[src/rv32i_pkg.sv]
package rv32i_pkg;

    typedef logic [31:0] word_t;
    typedef logic [4:0]  reg_idx_t;

    // major opcodes of the supported RV32I subset
    localparam logic [6:0] op_lui   = 7'b0110111;
    localparam logic [6:0] op_auipc = 7'b0010111;
    localparam logic [6:0] op_load  = 7'b0000011;
    localparam logic [6:0] op_store = 7'b0100011;
    localparam logic [6:0] op_imm   = 7'b0010011;
    localparam logic [6:0] op_reg   = 7'b0110011;

    typedef enum logic [3:0] {
        alu_add,
        alu_sub,
        alu_sll,
        alu_slt,
        alu_sltu,
        alu_xor,
        alu_srl,
        alu_sra,
        alu_or,
        alu_and,
        alu_pass_b
    } alu_op_t;

    typedef enum logic {
        id_sel_regfile,
        id_sel_wb
    } id_fwd_sel_t;

    typedef enum logic [1:0] {
        ex_sel_id_ex,
        ex_sel_mem,
        ex_sel_wb
    } ex_fwd_sel_t;

    typedef struct packed {
        word_t pc;
        logic  valid;
    } if_id_t;

    typedef struct packed {
        logic     valid;
        word_t    pc;
        reg_idx_t rs1_s;
        reg_idx_t rs2_s;
        word_t    rs1_v;
        word_t    rs2_v;
        word_t    imm;
        reg_idx_t rd;
        logic     rd_we;
        alu_op_t  alu_op;
        logic     a_pc;
        logic     b_imm;
        logic     is_load;
        logic     is_store;
    } id_ex_t;

    typedef struct packed {
        logic     valid;
        word_t    alu;
        word_t    store_data;
        reg_idx_t rd;
        logic     rd_we;
        logic     is_load;
        logic     is_store;
    } ex_mem_t;

    typedef struct packed {
        logic     valid;
        word_t    alu;
        reg_idx_t rd;
        logic     rd_we;
        logic     is_load;
    } mem_wb_t;

endpackage

[src/fwd_if.sv]
`timescale 1ns/1ns

interface fwd_if;

    rv32i_pkg::id_fwd_sel_t id_rs1_sel;
    rv32i_pkg::id_fwd_sel_t id_rs2_sel;
    rv32i_pkg::ex_fwd_sel_t ex_rs1_sel;
    rv32i_pkg::ex_fwd_sel_t ex_rs2_sel;
    logic                   stall;

    modport ctrl (
        output id_rs1_sel,
        output id_rs2_sel,
        output ex_rs1_sel,
        output ex_rs2_sel,
        output stall
    );

    modport id (
        input id_rs1_sel,
        input id_rs2_sel,
        input stall
    );

    modport ex (
        input ex_rs1_sel,
        input ex_rs2_sel
    );

endinterface

[src/if_stage.sv]
`timescale 1ns/1ns

module if_stage #(
    parameter rv32i_pkg::word_t reset_pc = '0
) (
    input  logic               clk,
    input  logic               rst,
    input  logic               pc_en,
    output rv32i_pkg::word_t   imem_addr,
    output logic [3:0]         imem_rmask,
    output rv32i_pkg::if_id_t  if_id
);

    rv32i_pkg::word_t pc;

    always_ff @(posedge clk) begin
        if (rst) begin
            pc <= reset_pc;
        end else if (pc_en) begin
            pc <= pc + 32'd4;
        end
    end

    // a fetch is requested on every cycle out of reset
    assign imem_addr  = pc;
    assign imem_rmask = {4{~rst}};

    assign if_id.pc    = pc;
    assign if_id.valid = ~rst;

endmodule

[src/id_stage.sv]
`timescale 1ns/1ns

module id_stage (
    input  logic                clk,
    input  logic                rst,
    input  rv32i_pkg::if_id_t   if_id,
    input  rv32i_pkg::word_t    imem_rdata,
    input  logic                imem_resp,
    input  rv32i_pkg::reg_idx_t wb_rd_s,
    input  rv32i_pkg::word_t    wb_rd_v,
    input  logic                wb_regf_we,
    output rv32i_pkg::reg_idx_t rs1_s,
    output rv32i_pkg::reg_idx_t rs2_s,
    fwd_if.id                   fwd,
    output rv32i_pkg::id_ex_t   id_ex
);

    rv32i_pkg::word_t  regs [1:31];
    rv32i_pkg::word_t  held_inst;
    logic              replay;
    rv32i_pkg::word_t  inst;
    logic              inst_ok;
    logic [6:0]        opcode;
    logic [2:0]        funct3;
    logic              alt;
    logic              known;
    logic              uses_rs1;
    logic              uses_rs2;
    logic              ok;
    rv32i_pkg::id_ex_t dec;
    rv32i_pkg::word_t  rs1_v;
    rv32i_pkg::word_t  rs2_v;

    function automatic rv32i_pkg::alu_op_t alu_decode(input logic [2:0] f3, input logic sub_sra);
        case (f3)
            3'b000:  return sub_sra ? rv32i_pkg::alu_sub : rv32i_pkg::alu_add;
            3'b001:  return rv32i_pkg::alu_sll;
            3'b010:  return rv32i_pkg::alu_slt;
            3'b011:  return rv32i_pkg::alu_sltu;
            3'b100:  return rv32i_pkg::alu_xor;
            3'b101:  return sub_sra ? rv32i_pkg::alu_sra : rv32i_pkg::alu_srl;
            3'b110:  return rv32i_pkg::alu_or;
            default: return rv32i_pkg::alu_and;
        endcase
    endfunction

    // the fetch port has already moved on during a stall, so the word
    // in decode is kept here and replayed on the following cycle
    always_ff @(posedge clk) begin
        if (rst) begin
            replay <= 1'b0;
        end else begin
            replay <= fwd.stall;
        end
    end

    always_ff @(posedge clk) begin
        if (fwd.stall) begin
            held_inst <= inst;
        end
    end

    assign inst    = replay ? held_inst : imem_rdata;
    assign inst_ok = replay | imem_resp;
    assign opcode  = inst[6:0];
    assign funct3  = inst[14:12];
    assign alt     = inst[30];

    always_comb begin
        dec      = '0;
        known    = 1'b0;
        uses_rs1 = 1'b0;
        uses_rs2 = 1'b0;
        case (opcode)
            rv32i_pkg::op_lui: begin
                known       = 1'b1;
                dec.rd_we   = 1'b1;
                dec.alu_op  = rv32i_pkg::alu_pass_b;
                dec.b_imm   = 1'b1;
                dec.imm     = {inst[31:12], 12'b0};
            end
            rv32i_pkg::op_auipc: begin
                known       = 1'b1;
                dec.rd_we   = 1'b1;
                dec.alu_op  = rv32i_pkg::alu_add;
                dec.a_pc    = 1'b1;
                dec.b_imm   = 1'b1;
                dec.imm     = {inst[31:12], 12'b0};
            end
            rv32i_pkg::op_load: begin
                // only full-word loads
                known       = (funct3 == 3'b010);
                uses_rs1    = 1'b1;
                dec.rd_we   = 1'b1;
                dec.alu_op  = rv32i_pkg::alu_add;
                dec.b_imm   = 1'b1;
                dec.is_load = 1'b1;
                dec.imm     = {{20{inst[31]}}, inst[31:20]};
            end
            rv32i_pkg::op_store: begin
                known        = (funct3 == 3'b010);
                uses_rs1     = 1'b1;
                uses_rs2     = 1'b1;
                dec.alu_op   = rv32i_pkg::alu_add;
                dec.b_imm    = 1'b1;
                dec.is_store = 1'b1;
                dec.imm      = {{20{inst[31]}}, inst[31:25], inst[11:7]};
            end
            rv32i_pkg::op_imm: begin
                known      = 1'b1;
                uses_rs1   = 1'b1;
                dec.rd_we  = 1'b1;
                dec.alu_op = alu_decode(funct3, alt && (funct3 == 3'b101));
                dec.b_imm  = 1'b1;
                dec.imm    = {{20{inst[31]}}, inst[31:20]};
            end
            rv32i_pkg::op_reg: begin
                known      = 1'b1;
                uses_rs1   = 1'b1;
                uses_rs2   = 1'b1;
                dec.rd_we  = 1'b1;
                dec.alu_op = alu_decode(funct3, alt);
            end
            default: begin
                known = 1'b0;
            end
        endcase
    end

    assign ok    = if_id.valid && inst_ok && known;
    // unused sources read as x0 so they never match a producer
    assign rs1_s = (ok && uses_rs1) ? inst[19:15] : '0;
    assign rs2_s = (ok && uses_rs2) ? inst[24:20] : '0;

    always_ff @(posedge clk) begin
        if (wb_regf_we && wb_rd_s != '0) begin
            regs[wb_rd_s] <= wb_rd_v;
        end
    end

    always_comb begin
        if (rs1_s == '0) begin
            rs1_v = '0;
        end else if (fwd.id_rs1_sel == rv32i_pkg::id_sel_wb) begin
            rs1_v = wb_rd_v;
        end else begin
            rs1_v = regs[rs1_s];
        end
        if (rs2_s == '0) begin
            rs2_v = '0;
        end else if (fwd.id_rs2_sel == rv32i_pkg::id_sel_wb) begin
            rs2_v = wb_rd_v;
        end else begin
            rs2_v = regs[rs2_s];
        end
    end

    always_comb begin
        id_ex       = dec;
        id_ex.valid = ok && !fwd.stall;
        id_ex.pc    = if_id.pc;
        id_ex.rs1_s = rs1_s;
        id_ex.rs2_s = rs2_s;
        id_ex.rs1_v = rs1_v;
        id_ex.rs2_v = rs2_v;
        id_ex.rd    = inst[11:7];
        // a bubble carries no side effects downstream
        if (!id_ex.valid) begin
            id_ex.rd_we    = 1'b0;
            id_ex.is_load  = 1'b0;
            id_ex.is_store = 1'b0;
        end
    end

endmodule

[src/ex_stage.sv]
`timescale 1ns/1ns

module ex_stage (
    input  rv32i_pkg::id_ex_t  id_ex,
    input  rv32i_pkg::ex_mem_t ex_mem_cur,
    input  rv32i_pkg::word_t   wb_rd_v,
    fwd_if.ex                  fwd,
    output rv32i_pkg::ex_mem_t ex_mem
);

    rv32i_pkg::word_t rs1_fwd;
    rv32i_pkg::word_t rs2_fwd;
    rv32i_pkg::word_t a;
    rv32i_pkg::word_t b;
    rv32i_pkg::word_t result;

    function automatic rv32i_pkg::word_t pick(input rv32i_pkg::ex_fwd_sel_t sel,
                                              input rv32i_pkg::word_t id_v,
                                              input rv32i_pkg::word_t mem_v,
                                              input rv32i_pkg::word_t wb_v);
        case (sel)
            rv32i_pkg::ex_sel_mem: return mem_v;
            rv32i_pkg::ex_sel_wb:  return wb_v;
            default:               return id_v;
        endcase
    endfunction

    assign rs1_fwd = pick(fwd.ex_rs1_sel, id_ex.rs1_v, ex_mem_cur.alu, wb_rd_v);
    assign rs2_fwd = pick(fwd.ex_rs2_sel, id_ex.rs2_v, ex_mem_cur.alu, wb_rd_v);

    assign a = id_ex.a_pc ? id_ex.pc : rs1_fwd;
    assign b = id_ex.b_imm ? id_ex.imm : rs2_fwd;

    always_comb begin
        case (id_ex.alu_op)
            rv32i_pkg::alu_add:    result = a + b;
            rv32i_pkg::alu_sub:    result = a - b;
            rv32i_pkg::alu_sll:    result = a << b[4:0];
            rv32i_pkg::alu_slt:    result = {31'b0, $signed(a) < $signed(b)};
            rv32i_pkg::alu_sltu:   result = {31'b0, a < b};
            rv32i_pkg::alu_xor:    result = a ^ b;
            rv32i_pkg::alu_srl:    result = a >> b[4:0];
            rv32i_pkg::alu_sra:    result = $signed(a) >>> b[4:0];
            rv32i_pkg::alu_or:     result = a | b;
            rv32i_pkg::alu_and:    result = a & b;
            default:               result = b;
        endcase
    end

    assign ex_mem.valid      = id_ex.valid;
    assign ex_mem.alu        = result;
    assign ex_mem.store_data = rs2_fwd;
    assign ex_mem.rd         = id_ex.rd;
    assign ex_mem.rd_we      = id_ex.rd_we;
    assign ex_mem.is_load    = id_ex.is_load;
    assign ex_mem.is_store   = id_ex.is_store;

endmodule

[src/mem_stage.sv]
`timescale 1ns/1ns

module mem_stage (
    input  rv32i_pkg::ex_mem_t ex_mem,
    output rv32i_pkg::word_t   dmem_addr,
    output logic [3:0]         dmem_rmask,
    output logic [3:0]         dmem_wmask,
    output rv32i_pkg::word_t   dmem_wdata,
    output rv32i_pkg::mem_wb_t mem_wb
);

    // word accesses only, so the low address bits are dropped
    assign dmem_addr  = {ex_mem.alu[31:2], 2'b00};
    assign dmem_rmask = (ex_mem.valid && ex_mem.is_load) ? 4'hf : 4'h0;
    assign dmem_wmask = (ex_mem.valid && ex_mem.is_store) ? 4'hf : 4'h0;
    assign dmem_wdata = ex_mem.store_data;

    assign mem_wb.valid   = ex_mem.valid;
    assign mem_wb.alu     = ex_mem.alu;
    assign mem_wb.rd      = ex_mem.rd;
    assign mem_wb.rd_we   = ex_mem.rd_we;
    assign mem_wb.is_load = ex_mem.is_load;

endmodule

[src/wb_stage.sv]
`timescale 1ns/1ns

module wb_stage (
    input  rv32i_pkg::mem_wb_t  mem_wb,
    input  logic                dmem_resp,
    input  rv32i_pkg::word_t    dmem_rdata,
    output rv32i_pkg::reg_idx_t wb_rd_s,
    output rv32i_pkg::word_t    wb_rd_v,
    output logic                wb_regf_we
);

    assign wb_rd_s = mem_wb.rd;
    assign wb_rd_v = mem_wb.is_load ? dmem_rdata : mem_wb.alu;

    // load data is only written once the data memory has answered
    assign wb_regf_we = mem_wb.valid && mem_wb.rd_we && (mem_wb.rd != '0)
                        && (!mem_wb.is_load || dmem_resp);

endmodule

[src/forwarding.sv]
`timescale 1ns/1ns

module forwarding (
    input  rv32i_pkg::reg_idx_t rs1_s,
    input  rv32i_pkg::reg_idx_t rs2_s,
    input  rv32i_pkg::id_ex_t   id_ex,
    input  rv32i_pkg::ex_mem_t  ex_mem,
    input  rv32i_pkg::mem_wb_t  mem_wb,
    fwd_if.ctrl                 fwd
);

    logic mem_writes;
    logic wb_writes;

    assign mem_writes = ex_mem.valid && ex_mem.rd_we && (ex_mem.rd != '0);
    assign wb_writes  = mem_wb.valid && mem_wb.rd_we && (mem_wb.rd != '0);

    // the memory stage holds the newer result, so it wins over writeback
    function automatic rv32i_pkg::ex_fwd_sel_t ex_pick(input rv32i_pkg::reg_idx_t src,
                                                       input logic mem_hit_ok,
                                                       input rv32i_pkg::reg_idx_t mem_rd,
                                                       input logic wb_hit_ok,
                                                       input rv32i_pkg::reg_idx_t wb_rd);
        if (mem_hit_ok && mem_rd == src) begin
            return rv32i_pkg::ex_sel_mem;
        end else if (wb_hit_ok && wb_rd == src) begin
            return rv32i_pkg::ex_sel_wb;
        end
        return rv32i_pkg::ex_sel_id_ex;
    endfunction

    assign fwd.ex_rs1_sel = ex_pick(id_ex.rs1_s, mem_writes, ex_mem.rd, wb_writes, mem_wb.rd);
    assign fwd.ex_rs2_sel = ex_pick(id_ex.rs2_s, mem_writes, ex_mem.rd, wb_writes, mem_wb.rd);

    assign fwd.id_rs1_sel = (wb_writes && mem_wb.rd == rs1_s) ? rv32i_pkg::id_sel_wb
                                                               : rv32i_pkg::id_sel_regfile;
    assign fwd.id_rs2_sel = (wb_writes && mem_wb.rd == rs2_s) ? rv32i_pkg::id_sel_wb
                                                               : rv32i_pkg::id_sel_regfile;

    // a load in execute cannot feed the instruction right behind it
    assign fwd.stall = id_ex.valid && id_ex.is_load && (id_ex.rd != '0)
                       && ((id_ex.rd == rs1_s) || (id_ex.rd == rs2_s));

endmodule

[src/cpu.sv]
`timescale 1ns/1ns

module cpu #(
    parameter rv32i_pkg::word_t reset_pc = '0
) (
    input  logic             clk,
    input  logic             rst,

    output rv32i_pkg::word_t imem_addr,
    output logic [3:0]       imem_rmask,
    input  rv32i_pkg::word_t imem_rdata,
    input  logic             imem_resp,

    output rv32i_pkg::word_t dmem_addr,
    output logic [3:0]       dmem_rmask,
    output logic [3:0]       dmem_wmask,
    input  rv32i_pkg::word_t dmem_rdata,
    output rv32i_pkg::word_t dmem_wdata,
    input  logic             dmem_resp
);

    rv32i_pkg::if_id_t   if_id_cur, if_id_next;
    rv32i_pkg::id_ex_t   id_ex_cur, id_ex_next;
    rv32i_pkg::ex_mem_t  ex_mem_cur, ex_mem_next;
    rv32i_pkg::mem_wb_t  mem_wb_cur, mem_wb_next;

    rv32i_pkg::reg_idx_t id_rs1_s;
    rv32i_pkg::reg_idx_t id_rs2_s;
    rv32i_pkg::reg_idx_t wb_rd_s;
    rv32i_pkg::word_t    wb_rd_v;
    logic                wb_regf_we;
    logic                pc_en;

    fwd_if fwd ();

    assign pc_en = ~fwd.stall;

    forwarding u_forwarding (
        .rs1_s  (id_rs1_s),
        .rs2_s  (id_rs2_s),
        .id_ex  (id_ex_cur),
        .ex_mem (ex_mem_cur),
        .mem_wb (mem_wb_cur),
        .fwd    (fwd.ctrl)
    );

    if_stage #(
        .reset_pc (reset_pc)
    ) u_if_stage (
        .clk        (clk),
        .rst        (rst),
        .pc_en      (pc_en),
        .imem_addr  (imem_addr),
        .imem_rmask (imem_rmask),
        .if_id      (if_id_next)
    );

    // fetch and decode both hold while a load-use bubble is inserted
    always_ff @(posedge clk) begin
        if (rst) begin
            if_id_cur <= '0;
        end else if (pc_en) begin
            if_id_cur <= if_id_next;
        end
    end

    id_stage u_id_stage (
        .clk        (clk),
        .rst        (rst),
        .if_id      (if_id_cur),
        .imem_rdata (imem_rdata),
        .imem_resp  (imem_resp),
        .wb_rd_s    (wb_rd_s),
        .wb_rd_v    (wb_rd_v),
        .wb_regf_we (wb_regf_we),
        .rs1_s      (id_rs1_s),
        .rs2_s      (id_rs2_s),
        .fwd        (fwd.id),
        .id_ex      (id_ex_next)
    );

    always_ff @(posedge clk) begin
        if (rst) begin
            id_ex_cur <= '0;
        end else begin
            id_ex_cur <= id_ex_next;
        end
    end

    ex_stage u_ex_stage (
        .id_ex      (id_ex_cur),
        .ex_mem_cur (ex_mem_cur),
        .wb_rd_v    (wb_rd_v),
        .fwd        (fwd.ex),
        .ex_mem     (ex_mem_next)
    );

    always_ff @(posedge clk) begin
        if (rst) begin
            ex_mem_cur <= '0;
        end else begin
            ex_mem_cur <= ex_mem_next;
        end
    end

    mem_stage u_mem_stage (
        .ex_mem     (ex_mem_cur),
        .dmem_addr  (dmem_addr),
        .dmem_rmask (dmem_rmask),
        .dmem_wmask (dmem_wmask),
        .dmem_wdata (dmem_wdata),
        .mem_wb     (mem_wb_next)
    );

    always_ff @(posedge clk) begin
        if (rst) begin
            mem_wb_cur <= '0;
        end else begin
            mem_wb_cur <= mem_wb_next;
        end
    end

    wb_stage u_wb_stage (
        .mem_wb     (mem_wb_cur),
        .dmem_resp  (dmem_resp),
        .dmem_rdata (dmem_rdata),
        .wb_rd_s    (wb_rd_s),
        .wb_rd_v    (wb_rd_v),
        .wb_regf_we (wb_regf_we)
    );

endmodule

[config.mk]
export PLATFORM = sky130hd
export DESIGN_NAME = cpu
export DESIGN_NICKNAME = d
export VERILOG_FILES = /design/src/rv32i_pkg.sv /design/src/fwd_if.sv /design/src/if_stage.sv /design/src/id_stage.sv /design/src/ex_stage.sv /design/src/mem_stage.sv /design/src/wb_stage.sv /design/src/forwarding.sv /design/src/cpu.sv
export SDC_FILE = /design/constraint.sdc
export NUM_CORES = 2
export LEC_CHECK = 0
export ABC_AREA = 0
export BUFFER_PORTS_ARGS = -buffer_cell sky130_fd_sc_hd__buf_2
export CORE_MARGIN = 10
export CORE_UTILIZATION = 45
export DETAILED_ROUTE_END_ITERATION = 10
export PLACE_DENSITY = 0.58
export SLEW_MARGIN = 20
export SYNTH_ARGS = -nofsm -noshare
export SYNTH_HDL_FRONTEND = slang
export SYNTH_HIERARCHICAL = 1
export SYNTH_SLANG_ARGS = --single-unit
[constraint.sdc]
create_clock -name clk -period 9.3 [get_ports clk]
set_input_delay 2.325 -clock clk [delete_from_list [all_inputs] [get_ports clk]]
set_output_delay 2.325 -clock clk [all_outputs]
set_load 0.02 [all_outputs]
==> reports/metrics.yaml <==
final-seq-area_um2: 37400
rsz0062_at_grt: "false"
slew_violations: 0
final.setup.worst_slack_ns: 1.15
fp.coreArea_um2: 161000
cp_common_cell: "or4_1"
gp_congestion: 1.07
clkTransAtPathRegs_ns: 0.06
layout-area-overhead-vs-synth_pct: 8.56
min_period_over_period_pct: 87.7
antenna_found_initial: 18
layout-drive-gt1-share_pct: 11.6
wire_per_inst_um: 34.3
cts-htree-levels: 4
path_cells: "or4_1 -> o211ai_2 -> or4_1 -> nor4_2 -> ha_2 -> buf_4 -> a22oi_1 -> nor2_1 -> a21oi_1 -> o21ai_0 -> inv_1 -> ha_1 -> o22ai_1 -> a2111oi_0 -> o221ai_1 -> a2111oi_1 -> a32oi_1 -> nor2b_1"
grt_max_degree: 150
switchingPower_uw: 2840
io_pins: 176
post-place-ws_ns: 1.42
post_cts_buffers: 0
sequentialPowerShare_pct: 50.5
num_rows: 147
period_needed_ns: 8.15
p_int_uw: 9910
path_class: "reg2reg"
cts_buffers: 150
synth_cell_type_count: 110
synthCells: 7222
yosys_warnings: 6
num_vias: 62400
avgSynthCellArea_um2: 10.1
ys_ff_latch: 1354
vdd_drop_max_mv: 0.192
power.share.clock_pct: 46.4
hold_path_class: "reg2reg"
grt_use_total_pct: 33.6
post_cts_resize_count: 0
cts_tree: "yes"
start_util_pct: 45.5
io_buffers: 171
status: "complete, no violations"
required_ns: 9.97
drt_pre_antenna_iters: 8
multiInputGateArea_um2: 31400
clock_sinks: 1354
syn_area_um2: 73200
tightest_slew_ns: 1.24
die-area_um2: 179000
grt_pass1_wl_um: 441000
switching_share_pct: 22.3
critPathMaxFanout: 21
setup.worst_path.end_class: "flop"
synth.area.top_cells: "edfxtp_1 (42%), dfxtp_1 (9.0%), nand2_1 (6.0%), mux2i_1 (4.6%), a221oi_1 (2.8%)"
cp.arrival_ns: 8.82
max_freq_ghz: 0.123
synth_edf_count: 1024
vias_per_cell: 6.76
drtIter0Drc: 9248
cp_slowest_stage_delay_ns: 0.91
post-dp-hpwl_um: 202000
antenna_left: 0
setup_violations: 0
drt-total-wl_um: 316000
cp_slowest_cell: "a2111oi_1"
grt-ovfl-total: 0
cts-root-buf: "clkbuf_16"
slew_headroom_pct: 17.7
async_flop_share_pct: 0
die_height_um: 423
synth_top_area_share_pct: 42.0
clk_latency_ns: 0.82
postCtsHoldBufs: 0
p_leak_uw: 0.0278
drc_errors: 0
clock_skew_ns: 0.0322
comb_power_share_pct: 3.1
chipWidth_um: 423
synth_area_leader_cell: "edfxtp_1"
first_global_vias: 59000
maxCapViolCount: 0
cp-start-kind: "flop"
finalSetupTns_ns: 0
cts_buffer_depth: 3
synthFlopType: "edfxtp_1"
ys_seq_area_share_pct: 51.0
n_fill_cell: 14700
nNetsFinal: 7117
power_density_nw_per_um2: 160
hold_viol: 0
## routing by layer
metal	global-route usage, %	vias to the layer above	wire length (µm)
met4	22.4	12	24400
met1	43.0	30700	119000
li1	-	26200	-
met2	50.7	4478	137000
met5	0	-	81
met3	7.87	1035	36100
## sequential cells by signal, indices dropped and copies added (netlist names)
name	cells
ex_mem_cur	73
id_ex_cur	153
if_id_cur	33
mem_wb_cur	40
u_id_stage/held_inst	32
u_id_stage/regs	992
u_id_stage/replay	1
u_if_stage/imem_addr	30
## power by group through the flow
stage | clock, µW | combinational, µW | sequential [µW]
after floorplan | 0 | 260 | 6560
after global placement | 0 | 385 | 6570
after detailed placement | 0 | 388 | 6570
after CTS | 5950 | 389 | 6440
after global routing | 6200 | 419 | 6440
final | 5920 | 401 | 6440
## layout by cell type (no fill, tap or decap), types with 153 or more instances in the layout
cell / Yosys / routed
clkbuf_16: 0 / 153
nand3_1: 239 / 239
buf_2: 101 / 171
o21ai_0: 260 / 259
edfxtp_1: 1024 / 1024
buf_4: 229 / 179
nor2_1: 381 / 343
inv_1: 181 / 176
nand2_1: 1171 / 1170
nor2b_1: 299 / 299
dfxtp_1: 330 / 327
a21oi_1: 368 / 367
a221oi_1: 236 / 236
mux2i_1: 338 / 335
## synthesized netlist by cell type (28+ instances only)
cell type / instances
ha_1: 102
o31ai_1: 28
o221a_2: 29
xnor2_1: 32
a221o_1: 51
o2111ai_1: 37
buf_6: 42
o21ai_0: 260
a2bb2oi_1: 35
nor3_1: 69
a22o_1: 36
o21a_1: 33
buf_1: 56
a22oi_1: 74
a2111oi_0: 39
xor2_1: 41
nand2b_1: 60
a31oi_1: 136
a221oi_1: 236
a311oi_1: 36
a211oi_1: 110
o22ai_1: 63
buf_2: 101
clkbuf_1: 363
o211ai_1: 68
buf_4: 229
dfxtp_1: 330
nor2b_1: 299
mux2i_1: 338
edfxtp_1: 1024
a21oi_1: 368
and3_1: 54
nand2_1: 1171
nand3_1: 239
inv_1: 181
a32oi_1: 87
mux2_2: 51
nor2_1: 381
## final cells by class
cell class,count,area share [%]
Timing Repair Buffer,362,3.06
Clock inverter,67,0.823
Multi-Input combinational cell,4883,39.5
Sequential cell,1354,47.0
Antenna cell,5,0.0157
Clock buffer,207,5.30
Tap cell,2160,3.40
Inverter,194,0.963
## per-stage QoR
| stage | cell area (µm²) | utilization, % | hold WS, ns | instances | total power (µW) |
|---|---|---|---|---|---|
| 2_1_floorplan | 73300 | - | 0.458 | 7226 | 6820 |
| 3_3_place_gp | 74600 | 46.3 | 0.429 | 8952 | 6950 |
| 3_5_place_dp | 74600 | 46.3 | 0.429 | 8953 | 6960 |
| 4_1_cts | 79500 | 49.3 | 0.443 | 9227 | 12800 |
| 5_1_grt | 79500 | 49.3 | 0.465 | 9227 | 13100 |
| 6_report | 79500 | 49.4 | 0.438 | 9232 | 12800 |
## final timing paths
kind | from | end | slack (ns) | depth (start not counted)
setup / recovery | mem_wb_cur[6]$_SDFF_PP0_ | ex_mem_cur[65]$_SDFF_PP0_ | 1.15 | 18
hold / removal | id_ex_cur[0]$_SDFF_PP0_ | ex_mem_cur[0]$_SDFF_PP0_ | 0.44 | 1
setup reg to reg | mem_wb_cur[6]$_SDFF_PP0_ | ex_mem_cur[65]$_SDFF_PP0_ | 1.15 | 18
hold reg to reg | id_ex_cur[0]$_SDFF_PP0_ | ex_mem_cur[0]$_SDFF_PP0_ | 0.44 | 1
## logic make-up (layout without fill, tap and decap cells)
kind of cell	count (synthesis)	after routing	share of synthesized area (%)
AND/OR/NAND/NOR	2400	2400	14.9
flip-flops	1354	1354	51.0
AO/OA/AOI/OAI	1896	1896	18.7
other	2	11	0.0103
multiplexers	404	404	5.83
buffers and inverters	989	830	6.89
adder cells (fa/ha/maj)	104	104	1.80
XOR/XNOR	73	73	0.873
## critical path: cells and delay by family (launching register included)
kind            cells  cell delay, ns
flops               1            0.61
fa+ha+maj           2            1.41
simple gates        5            1.77
compound gates      9            3.57
buf+inv             2            0.62
(Power assumes the default switching activity.)
